$ cat src/source/exb_defs.svh
// Execute back end configuration
// Widths and sizes shared by the execute, queue and writeback stages

`ifndef EXB_DEFS_SVH
`define EXB_DEFS_SVH

// ------------------------------
// Message fields
// ------------------------------

// Bits in the in-flight sequence number
`define EXB_SEQ_NUM_BITS 5

// ------------------------------
// Storage sizes
// ------------------------------

// Default X-to-W queue depth
`define EXB_QUEUE_DEPTH 8

// Architectural registers, x0 included
`define EXB_NUM_REGS 32

`endif

$ cat src/source/uarch_pkg.sv
// Architectural data types
// Word, sequence number and register index seen by every stage

`include "exb_defs.svh"

package uarch_pkg;

  // ------------------------------
  // Data
  // ------------------------------

  // Data word for pc, operands and write data
  typedef logic [31:0] word_t;

  // ------------------------------
  // Control fields
  // ------------------------------

  // Tag carried with each in-flight operation
  typedef logic [`EXB_SEQ_NUM_BITS-1:0] seq_num_t;

  // Register index, sized from the register count
  typedef logic [$clog2(`EXB_NUM_REGS)-1:0] reg_addr_t;

endpackage

$ cat src/source/exec_pkg.sv
// Execute stage types
// ALU operation codes and operand views used by the execute stage

package exec_pkg;

  // ALU operation code
  typedef enum logic [2:0] {
    ADD = 3'd0,
    SUB = 3'd1,
    AND = 3'd2,
    OR  = 3'd3,
    XOR = 3'd4,
    SLL = 3'd5,
    SRL = 3'd6,
    SLT = 3'd7
  } alu_op_e;

  // Shift amount from the low bits of op_b
  typedef logic [4:0] shamt_t;

  // Signed view of a data word for SLT
  typedef logic signed [$bits(uarch_pkg::word_t)-1:0] sword_t;

endpackage

$ cat src/source/alu_unit.sv
// Execute stage
// Computes the ALU result for a decoded operation and holds one
// X-to-W message in an output register, val/rdy on both sides

`timescale 1ns/1ps

module alu_unit (
  input  logic                clk,
  input  logic                rst_n,

  // Decoded operation in
  input  logic                d_val,
  output logic                d_rdy,
  input  uarch_pkg::word_t    d_pc,
  input  uarch_pkg::seq_num_t d_seq_num,
  input  exec_pkg::alu_op_e   d_op,
  input  uarch_pkg::word_t    d_op_a,
  input  uarch_pkg::word_t    d_op_b,
  input  uarch_pkg::reg_addr_t d_waddr,
  input  logic                d_wen,

  // X-to-W message out
  output logic                x_val,
  input  logic                x_rdy,
  output uarch_pkg::word_t    x_pc,
  output uarch_pkg::seq_num_t x_seq_num,
  output uarch_pkg::reg_addr_t x_waddr,
  output uarch_pkg::word_t    x_wdata,
  output logic                x_wen
);

  // ------------------------------
  // Combinational ALU
  // ------------------------------

  uarch_pkg::word_t alu_result;
  exec_pkg::shamt_t shamt;
  exec_pkg::sword_t op_a_s;
  exec_pkg::sword_t op_b_s;

  // Shifts use only the low five bits of op_b
  assign shamt  = d_op_b[4:0];

  // Signed copies for the set-less-than compare
  assign op_a_s = d_op_a;
  assign op_b_s = d_op_b;

  always_comb begin
    case (d_op)
      exec_pkg::ADD: alu_result = d_op_a + d_op_b;
      exec_pkg::SUB: alu_result = d_op_a - d_op_b;
      exec_pkg::AND: alu_result = d_op_a & d_op_b;
      exec_pkg::OR:  alu_result = d_op_a | d_op_b;
      exec_pkg::XOR: alu_result = d_op_a ^ d_op_b;
      // Logical shifts, zero fill
      exec_pkg::SLL: alu_result = d_op_a << shamt;
      exec_pkg::SRL: alu_result = d_op_a >> shamt;
      // One when op_a is below op_b as signed values
      exec_pkg::SLT: alu_result = uarch_pkg::word_t'(op_a_s < op_b_s);
      default:       alu_result = '0;
    endcase
  end

  // ------------------------------
  // Handshake and output register
  // ------------------------------

  logic d_fire;

  // Free when empty or when the held message leaves this cycle
  assign d_rdy  = !x_val || x_rdy;
  assign d_fire = d_val && d_rdy;

  // Valid bit follows the input whenever the slot can be refilled
  always_ff @(posedge clk) begin
    if (!rst_n) begin
      x_val <= 1'b0;
    end else if (d_rdy) begin
      x_val <= d_val;
    end
  end

  // Payload captured only on a real transfer
  always_ff @(posedge clk) begin
    if (d_fire) begin
      x_pc      <= d_pc;
      x_seq_num <= d_seq_num;
      x_waddr   <= d_waddr;
      x_wdata   <= alu_result;
      x_wen     <= d_wen;
    end
  end

endmodule

$ cat src/source/ex_queue.sv
// X-to-W message queue
// In-order circular buffer between execute and writeback with
// val/rdy on both sides and no bypass path

`timescale 1ns/1ps

`include "exb_defs.svh"

module ex_queue #(
  parameter int depth = `EXB_QUEUE_DEPTH
) (
  input  logic                 clk,
  input  logic                 rst_n,

  // Enqueue side
  input  logic                 in_val,
  output logic                 in_rdy,
  input  uarch_pkg::word_t     in_pc,
  input  uarch_pkg::seq_num_t  in_seq_num,
  input  uarch_pkg::reg_addr_t in_waddr,
  input  uarch_pkg::word_t     in_wdata,
  input  logic                 in_wen,

  // Dequeue side
  output logic                 out_val,
  input  logic                 out_rdy,
  output uarch_pkg::word_t     out_pc,
  output uarch_pkg::seq_num_t  out_seq_num,
  output uarch_pkg::reg_addr_t out_waddr,
  output uarch_pkg::word_t     out_wdata,
  output logic                 out_wen
);

  // Pointer width kept at one bit or more for depth 1
  localparam int ptr_bits = (depth > 1) ? $clog2(depth) : 1;
  // Count has to reach depth itself
  localparam int cnt_bits = $clog2(depth + 1);

  // ------------------------------
  // Storage
  // ------------------------------

  uarch_pkg::word_t     pc_mem    [depth];
  uarch_pkg::seq_num_t  seq_mem   [depth];
  uarch_pkg::reg_addr_t waddr_mem [depth];
  uarch_pkg::word_t     wdata_mem [depth];
  logic                 wen_mem   [depth];

  logic [ptr_bits-1:0] wr_ptr;
  logic [ptr_bits-1:0] rd_ptr;
  logic [cnt_bits-1:0] count;

  logic enq;
  logic deq;

  // Pointer advance, wraps at depth for any size
  function automatic logic [ptr_bits-1:0] next_ptr(input logic [ptr_bits-1:0] ptr);
    if (ptr == ptr_bits'(depth - 1)) begin
      return '0;
    end
    return ptr + 1'b1;
  endfunction

  // ------------------------------
  // Handshake
  // ------------------------------

  // Full and empty come from the count only
  assign in_rdy  = (count != cnt_bits'(depth));
  assign out_val = (count != '0);

  assign enq = in_val && in_rdy;
  assign deq = out_val && out_rdy;

  // Oldest entry presented straight from storage
  assign out_pc      = pc_mem[rd_ptr];
  assign out_seq_num = seq_mem[rd_ptr];
  assign out_waddr   = waddr_mem[rd_ptr];
  assign out_wdata   = wdata_mem[rd_ptr];
  assign out_wen     = wen_mem[rd_ptr];

  // Entry write on enqueue
  always_ff @(posedge clk) begin
    if (enq) begin
      pc_mem[wr_ptr]    <= in_pc;
      seq_mem[wr_ptr]   <= in_seq_num;
      waddr_mem[wr_ptr] <= in_waddr;
      wdata_mem[wr_ptr] <= in_wdata;
      wen_mem[wr_ptr]   <= in_wen;
    end
  end

  // ------------------------------
  // Pointers and occupancy
  // ------------------------------

  always_ff @(posedge clk) begin
    if (!rst_n) begin
      wr_ptr <= '0;
      rd_ptr <= '0;
      count  <= '0;
    end else begin
      if (enq) begin
        wr_ptr <= next_ptr(wr_ptr);
      end
      if (deq) begin
        rd_ptr <= next_ptr(rd_ptr);
      end
      // Simultaneous enq and deq leave the count alone
      case ({enq, deq})
        2'b10:   count <= count + 1'b1;
        2'b01:   count <= count - 1'b1;
        default: count <= count;
      endcase
    end
  end

endmodule

$ cat src/source/writeback_unit.sv
// Writeback stage
// Holds one message in a commit register, writes the register file
// on commit and serves a combinational read port

`timescale 1ns/1ps

`include "exb_defs.svh"

module writeback_unit (
  input  logic                 clk,
  input  logic                 rst_n,

  // Messages from the queue
  input  logic                 q_val,
  output logic                 q_rdy,
  input  uarch_pkg::word_t     q_pc,
  input  uarch_pkg::seq_num_t  q_seq_num,
  input  uarch_pkg::reg_addr_t q_waddr,
  input  uarch_pkg::word_t     q_wdata,
  input  logic                 q_wen,

  // Commit port
  output logic                 commit_val,
  input  logic                 commit_rdy,
  output uarch_pkg::word_t     commit_pc,
  output uarch_pkg::seq_num_t  commit_seq_num,
  output uarch_pkg::reg_addr_t commit_waddr,
  output uarch_pkg::word_t     commit_wdata,
  output logic                 commit_wen,

  // Register read port
  input  uarch_pkg::reg_addr_t rf_raddr,
  output uarch_pkg::word_t     rf_rdata
);

  // ------------------------------
  // Commit register
  // ------------------------------

  logic q_fire;
  logic commit_fire;

  // Accept when empty or draining this cycle
  assign q_rdy       = !commit_val || commit_rdy;
  assign q_fire      = q_val && q_rdy;
  assign commit_fire = commit_val && commit_rdy;

  always_ff @(posedge clk) begin
    if (!rst_n) begin
      commit_val <= 1'b0;
    end else if (q_rdy) begin
      commit_val <= q_val;
    end
  end

  always_ff @(posedge clk) begin
    if (q_fire) begin
      commit_pc      <= q_pc;
      commit_seq_num <= q_seq_num;
      commit_waddr   <= q_waddr;
      commit_wdata   <= q_wdata;
      commit_wen     <= q_wen;
    end
  end

  // ------------------------------
  // Register file
  // ------------------------------

  uarch_pkg::word_t rf [`EXB_NUM_REGS];
  logic             rf_we;

  // x0 never written
  assign rf_we = commit_fire && commit_wen && (commit_waddr != '0);

  // Architectural state cleared on reset
  always_ff @(posedge clk) begin
    if (!rst_n) begin
      for (int i = 0; i < `EXB_NUM_REGS; i++) begin
        rf[i] <= '0;
      end
    end else if (rf_we) begin
      rf[commit_waddr] <= commit_wdata;
    end
  end

  // Read sees state before this cycle's commit
  assign rf_rdata = (rf_raddr == '0) ? '0 : rf[rf_raddr];

endmodule

$ cat src/source/execute_backend.sv
// Execute back end top
// Execute stage, X-to-W queue and writeback stage in one val/rdy chain

`timescale 1ns/1ps

`include "exb_defs.svh"

module execute_backend (
  input  logic                 clk,
  input  logic                 rst_n,

  // Decoded operations in
  input  logic                 d_val,
  output logic                 d_rdy,
  input  uarch_pkg::word_t     d_pc,
  input  uarch_pkg::seq_num_t  d_seq_num,
  input  exec_pkg::alu_op_e    d_op,
  input  uarch_pkg::word_t     d_op_a,
  input  uarch_pkg::word_t     d_op_b,
  input  uarch_pkg::reg_addr_t d_waddr,
  input  logic                 d_wen,

  // Commits out
  output logic                 commit_val,
  input  logic                 commit_rdy,
  output uarch_pkg::word_t     commit_pc,
  output uarch_pkg::seq_num_t  commit_seq_num,
  output uarch_pkg::reg_addr_t commit_waddr,
  output uarch_pkg::word_t     commit_wdata,
  output logic                 commit_wen,

  // Register read port
  input  uarch_pkg::reg_addr_t rf_raddr,
  output uarch_pkg::word_t     rf_rdata
);

  // ------------------------------
  // Execute to queue
  // ------------------------------

  logic                 x_val;
  logic                 x_rdy;
  uarch_pkg::word_t     x_pc;
  uarch_pkg::seq_num_t  x_seq_num;
  uarch_pkg::reg_addr_t x_waddr;
  uarch_pkg::word_t     x_wdata;
  logic                 x_wen;

  // ------------------------------
  // Queue to writeback
  // ------------------------------

  logic                 q_val;
  logic                 q_rdy;
  uarch_pkg::word_t     q_pc;
  uarch_pkg::seq_num_t  q_seq_num;
  uarch_pkg::reg_addr_t q_waddr;
  uarch_pkg::word_t     q_wdata;
  logic                 q_wen;

  alu_unit u_alu (
    .clk       (clk),
    .rst_n     (rst_n),
    .d_val     (d_val),
    .d_rdy     (d_rdy),
    .d_pc      (d_pc),
    .d_seq_num (d_seq_num),
    .d_op      (d_op),
    .d_op_a    (d_op_a),
    .d_op_b    (d_op_b),
    .d_waddr   (d_waddr),
    .d_wen     (d_wen),
    .x_val     (x_val),
    .x_rdy     (x_rdy),
    .x_pc      (x_pc),
    .x_seq_num (x_seq_num),
    .x_waddr   (x_waddr),
    .x_wdata   (x_wdata),
    .x_wen     (x_wen)
  );

  ex_queue #(
    .depth (`EXB_QUEUE_DEPTH)
  ) u_queue (
    .clk         (clk),
    .rst_n       (rst_n),
    .in_val      (x_val),
    .in_rdy      (x_rdy),
    .in_pc       (x_pc),
    .in_seq_num  (x_seq_num),
    .in_waddr    (x_waddr),
    .in_wdata    (x_wdata),
    .in_wen      (x_wen),
    .out_val     (q_val),
    .out_rdy     (q_rdy),
    .out_pc      (q_pc),
    .out_seq_num (q_seq_num),
    .out_waddr   (q_waddr),
    .out_wdata   (q_wdata),
    .out_wen     (q_wen)
  );

  writeback_unit u_wb (
    .clk            (clk),
    .rst_n          (rst_n),
    .q_val          (q_val),
    .q_rdy          (q_rdy),
    .q_pc           (q_pc),
    .q_seq_num      (q_seq_num),
    .q_waddr        (q_waddr),
    .q_wdata        (q_wdata),
    .q_wen          (q_wen),
    .commit_val     (commit_val),
    .commit_rdy     (commit_rdy),
    .commit_pc      (commit_pc),
    .commit_seq_num (commit_seq_num),
    .commit_waddr   (commit_waddr),
    .commit_wdata   (commit_wdata),
    .commit_wen     (commit_wen),
    .rf_raddr       (rf_raddr),
    .rf_rdata       (rf_rdata)
  );

endmodule

$ cat config.mk
export PLATFORM = sky130hd
export DESIGN_NAME = execute_backend
export DESIGN_NICKNAME = d
export VERILOG_FILES = /design/src/source/uarch_pkg.sv /design/src/source/exec_pkg.sv /design/src/source/alu_unit.sv /design/src/source/ex_queue.sv /design/src/source/writeback_unit.sv /design/src/source/execute_backend.sv
export VERILOG_INCLUDE_DIRS = /design/src /design/src/source
export SDC_FILE = /design/constraint.sdc
export NUM_CORES = 2
export LEC_CHECK = 0
export BUFFER_PORTS_ARGS = -buffer_cell sky130_fd_sc_hd__buf_2
export CAP_MARGIN = 40
export CORE_MARGIN = 2
export CORE_UTILIZATION = 33
export DETAILED_ROUTE_END_ITERATION = 8
export SYNTH_ARGS = -nofsm -noshare
export SYNTH_HDL_FRONTEND = slang
export SYNTH_SLANG_ARGS = --single-unit
$ cat constraint.sdc
create_clock -name clk -period 12.45 [get_ports clk]
set_input_delay 0.6225 -clock clk [delete_from_list [all_inputs] [get_ports clk]]
set_output_delay 0.6225 -clock clk [all_outputs]
set_load 0.05 [all_outputs]
* Word level (Yosys, flattened, before mapping)
Memories as Yosys holds them, arrays and structs flattened. A register that Yosys moved wholly into a read port is not among the register bits.
Cells that the tools add are included.
W data, S select, Z words.
** Cells by class
- Add/sub/neg operators :: 6
- Magnitude comparators :: 1
- Eq/ne operators :: 12
- Shift-type cells :: 2
- Multiplexer cells :: 22
- Bitwise gates (word level) :: 3
- Reduce and logical (&&, ||, !) cells :: 16
** Operators with widths (count)
- $pmux W32 S8 :: 1
- $mux W32 :: 2
- $add A32 B32 Y32 :: 1
- $and A32 B32 Y32 :: 1
- $lt A32 B32 Y1 :: 1
- $or A32 B32 Y32 :: 1
- $reduce_or A32 Y1 :: 1
- $shl A32 B5 Y32 :: 1
- $shr A32 B5 Y32 :: 1
- $sub A32 B32 Y32 :: 1
- $xor A32 B32 Y32 :: 1
- $eq A3 B3 Y1 const B :: 6
- $mux W1 :: 13
- $mux W3 :: 4
- $pmux W4 S2 :: 1
- $add A3 B1 Y3 const B :: 2
- $eq A3 B2 Y1 const B :: 2
- $logic_and A1 B1 Y1 :: 6
- $logic_not A5 Y1 :: 1
- $mux W5 :: 1
- $reduce_bool A5 Y1 :: 1
- $add A4 B1 Y4 const B :: 1
- $ne A4 B4 Y1 const B :: 1
- $reduce_bool A4 Y1 :: 1
- 8 further kinds :: 10
** Storage, ports and cells
- Register bits :: 87
- Bits in writable memories :: 1624
- Bits of input ports :: 119
- Output and inout port bits :: 109
- Memories :: 6
** Memories
- u_wb.rf :: words 32, width 32, rd ports 1, clocked after Yosys merged registers in 0, wr ports 32, RTL line writeback_unit.sv:70 : uarch_pkg::word_t rf [`EXB_NUM_REGS];
- u_queue.pc_mem :: words 8, width 32, rd ports 1, clocked after Yosys merged registers in 1, wr ports 1, RTL line ex_queue.sv:43 : uarch_pkg::word_t pc_mem [depth];
- u_queue.wdata_mem :: words 8, width 32, rd ports 1, clocked after Yosys merged registers in 1, wr ports 1, RTL line ex_queue.sv:46 : uarch_pkg::word_t wdata_mem [depth];
- u_queue.seq_mem :: words 8, width 5, rd ports 1, clocked after Yosys merged registers in 1, wr ports 1, RTL line ex_queue.sv:44 : uarch_pkg::seq_num_t seq_mem [depth];
- u_queue.waddr_mem :: words 8, width 5, rd ports 1, clocked after Yosys merged registers in 1, wr ports 1, RTL line ex_queue.sv:45 : uarch_pkg::reg_addr_t waddr_mem [depth];
- u_queue.wen_mem :: words 8, width 1, rd ports 1, clocked after Yosys merged registers in 1, wr ports 1, RTL line ex_queue.sv:47 : logic wen_mem [depth];

* Longest topological paths before layout
- Word-level depth :: 8
- Depth in mapped cells :: 16
- Gate-level depth less buffers :: 13

* By module
A second synthesis with hierarchy kept.
** Unflattened totals
- Cells, all modules :: 5262
- Area, all modules :: 81922.3 um^2
** Modules (own cells, without submodules)
- writeback_unit :: instances 1, cells each 3037, area an instance 48841.8 um^2
- ex_queue :: instances 1, cells each 944, area an instance 23181.0 um^2
- alu_unit :: instances 1, cells each 1281, area an instance 9899.5 um^2

* Worst setup path after synthesis
OpenSTA, ideal clock, no wires.
- Path type :: register -> register
- From :: register u_queue.count[0]
- To :: memory u_queue.pc_mem[1][0] (netlist name) (enable)
- Arrival :: 8.476 ns
- Path slack :: 3.254 ns
- Cell stages (with the launch flop) :: 5
- Period minus slack after synthesis :: 9.196 ns
- Cell sequence :: dfxtp_1 > nor3_1 > nand2_1 > nand2_1 > nor4b_1
** On the way
- Cells in the longest elaborated chain, start to end :: 4
** RTL lines
- start, declared :: RTL line ex_queue.sv:51 : logic [cnt_bits-1:0] count;
- start signal, assigned :: RTL line ex_queue.sv:111 : 2'b10: count <= count + 1'b1;
- start signal, assigned :: RTL line ex_queue.sv:112 : 2'b01: count <= count - 1'b1;
- start signal, assigned :: RTL line ex_queue.sv:113 : default: count <= count;
- $ne A4 B4 Y1 :: RTL line ex_queue.sv:69 : assign in_rdy = (count != cnt_bits'(depth));
- $logic_and A1 B1 Y1 :: RTL line ex_queue.sv:72 : assign enq = in_val && in_rdy;
- $mux W1 :: RTL line ex_queue.sv:84 : if (enq) begin
- $mux W1 (not written as such) :: RTL line ex_queue.sv:85 : pc_mem[wr_ptr] <= in_pc;
- end, declared :: RTL line ex_queue.sv:43
Every way passes these cells.

* Worst setup path in the final report
- From :: input port rf_raddr[0]
- To :: output port rf_rdata[31]
** On the way
- Cells in the longest elaborated chain, start to end :: 2
** RTL lines
- start, declared :: RTL line execute_backend.sv:33 : input uarch_pkg::reg_addr_t rf_raddr,
- $mem_v2 Z32 W32 or $logic_not A5 Y1 (tied branches)
- $mux W32 * :: RTL line writeback_unit.sv:88 : assign rf_rdata = (rf_raddr == '0) ? '0 : rf[rf_raddr];
- end, declared :: RTL line execute_backend.sv:34 : output uarch_pkg::word_t rf_rdata
Mark *: on every way between the ends. The rest lies on a longest branch, timed or not.

==> results.tsv <==
metric	value	unit
status	finished, final reports clean	
die_width	502.4	µm
power_leakage	32.85	nW
tightest_slew	0.9804	ns
io_buffer_count	227	
critPathSlowestCell	buf_4	
globalplace.congestion	0.9506	
synthArstFlopShare	0	
start_util	0.3327	
synth_ff_type	edfxtp_1	
vdd_drop_max	0.0001620	V
synth_top_area_frac	0.6498	
wl_per_cell	26.84	µm
cts.root.buffer_cell	clkbuf_16	
synth.cell_area	81990	µm²
max-slew-margin-rel	0.3464	
cap_viol_max_count	0	
grt_max_degree	124	
drt_iter0_drc	5255	
intPower	11.15	mW
crit_required	11.83	ns
powerDensity	170.8	nW/µm²
tritoncts	done	
fin_setup_tns	0	ns
wl	235500	µm
die-area	252400	µm²
antenna_found_initial	7	
grt_first_pass_wirelength	337400	µm
drv_slew	0	
grt_pass1_vias	47300	
fmax	0.1889	GHz
worst_ep_arrival_time	4.67	ns
cts_sinks	1786	
syn_inst	5080	
finClkSkew	0.03782	ns
grt_overflow_total	0	
switchingPower	5.000	mW
mostFrequentLayoutCells	edfxtp_1, and2_1, mux4_2	
post_synth.cell_area_avg	16.14	µm²
period_share	0.4252	
rsz0062_at_grt	false	
finalHoldViolations	0	
hp-start	d_waddr[3]	
path_cells	buf_8 -> buf_4 -> buf_4 -> mux4_2 -> mux4_2 -> mux2i_1 -> nor2_1 -> buf_2	
reg2reg_from	u_wb.commit_wen$_DFFE_PP_	
setup_viol	0	
p_sw_frac	0.3097	
cts_setup_buffers	0	
insertion_delay	0.81	ns
dieHeight	502.4	µm
final_common_cell	edfxtp_1	
cts.path.max_buffers	3	
min_period	5.294	ns
hp-class	primary input to register	
power_frac_clock	0.325	
via_count	46700	
gr-usage-all-layers	0.1840	
drcViolationCount	0	
worstSetupEndpointType	output port	
ant_nets	0	
nNetsFinal	5543	
synth_top_area_cell	edfxtp_1	
critPathLaunchType	primary input	
syn_to_final_growth	15.29	%
core.rowCount	182	
fillers	22750	
dr.pass1.iters	8	
slowest_delay	0.74	ns
hpwl	138600	µm
cts_made_buffers	184	
ys_types	91	
path_clk_slew	0.06	ns
synth-edff-count	1774	
crit_type	primary input to output port	
ys_seq_area_frac	0.6527	
path_max_fanout	64	
synth-seq-cells	1786	
holdWs	0.04989	ns
htree_levels	4	
p_seq_frac	0.458	
critical_path.startpoint	rf_raddr[0]	
synth.area.top_cells	edfxtp_1, mux4_2, and2_1	
yosysWarningCount	0	
core_area	246400	µm²
vias_per_cell	5.322	
io_pins	228	
drive_gt1_frac	0.2450	
p_comb_frac	0.216	
[sequential cells by signal, summed over array words and instances (netlist names)]
signal,flops
u_wb.rf,1024
u_queue.pc_mem,256
u_queue.wdata_mem,256
u_queue.seq_mem,40
u_queue.waddr_mem,40
u_alu.x_pc,32
u_alu.x_wdata,32
u_wb.commit_pc,32
u_wb.commit_wdata,32
u_queue.wen_mem,8
u_alu.x_seq_num,5
u_alu.x_waddr,5
u_wb.commit_seq_num,5
u_wb.commit_waddr,5
u_queue.count,4
u_queue.rd_ptr,3
u_queue.wr_ptr,3
u_alu.x_val,1
u_alu.x_wen,1
u_wb.commit_val,1
u_wb.commit_wen,1
[Yosys cell counts, drive strengths merged (9+ instances only)]
cell    number
a221o       16
a211o        9
nand4       13
a31oi       19
o31ai       10
dfxtp       12
a221oi      15
nor2b       14
mux2        84
nor2       223
o221ai      14
buf         75
o211ai      21
a211oi      19
o21bai      17
and2      1001
inv        103
mux2i       79
mux4       507
nand3       24
a22oi       34
nor3        27
clkbuf     347
ha         104
o22ai       39
or3         10
edfxtp    1774
a21oi      127
nand2b      14
nand2       88
a21o        17
o21ai       99
nor4        14
[layout make-up]
cell class / instances / area [µm²] / share of cell area
antenna: 1 / 2.502 / 0.00002647
sequential: 1786 / 53520 / 0.5662
tap: 3312 / 4144 / 0.04384
timing repair buffer: 442 / 3631 / 0.03841
clock inverter: 107 / 882.1 / 0.009332
clock buffer: 224 / 4776 / 0.05053
inverter: 104 / 392.9 / 0.004156
multi-input combinational: 2799 / 27170 / 0.2875
[layer usage]
metal / wire, µm / global-route usage / part of all wire / vias up
li1: - / - / - / 19980
met2: 111400 / 0.2971 / 0.47 / 2039
met3: 19420 / 0.03358 / 0.082 / 331
met5: 32 / 0 / 0.00014 / -
met1: 97830 / 0.2527 / 0.42 / 24350
met4: 6844 / 0.05536 / 0.029 / 4
[power by group through the flow]
stage,sequential [mW],clock (mW),combinational [mW]
2_1_floorplan,7.86,0,1.76
3_3_place_gp,7.65,0,3.22
3_5_place_dp,7.53,0,3.51
4_1_cts,7.41,5.37,3.53
5_1_grt,7.45,5.60,3.69
6_report,7.40,5.25,3.49
[logic make-up (layout without fill, tap and decap cells)]
family,Yosys count,in the layout,share of synthesized area
adders and majority gates,107,107,0.01660
muxes,670,670,0.1605
other,1,33,0.00004574
DFF,1786,1786,0.6527
buffers and inverters,526,877,0.02463
AOI/OAI and AO/OA,524,524,0.04313
and+or+nand+nor,1457,1457,0.1015
xor gates and xnor gates,9,9,0.0009614
[worst max-delay path, delay by kind of cell]
family        cells  cell delay (ns)
buf+inv           4             2.25
mux               3             1.56
simple gates      1             0.08
[through the flow]
step	instance area (µm²)	worst slack (ns)	instances	util	total power [mW]
after CTS	94520	7.063	8774	0.3836	16.31
after global routing	94520	6.766	8774	0.3836	16.74
after global placement	87380	7.005	8357	0.3546	10.86
final	94520	7.156	8775	0.3836	16.14
after detailed placement	88440	7.067	8401	0.3590	11.05
after floorplan	82100	3.254	5111	-	9.618
[path summary, 6_finish.rpt]
path                                                      end  slack [ns]  cells past startpoint
worst min-delay path               u_alu.x_waddr[3]$_DFFE_PP_        0.05                      1
worst max register to register  u_wb.rf[20][16]$_SDFFCE_PN0P_        8.95                      6
worst max-delay path                             rf_rdata[31]        7.16                      8
worst min register to register   u_wb.commit_val$_SDFFE_PN0N_        0.52                      2
[what timing repair did]
action / 4_1_cts / 5_1_grt
endpoints found under the hold margin: 42 / 0
resized for setup: 0 / 0
hold buffers: 42 / 0
(Power assumes the default switching activity.)
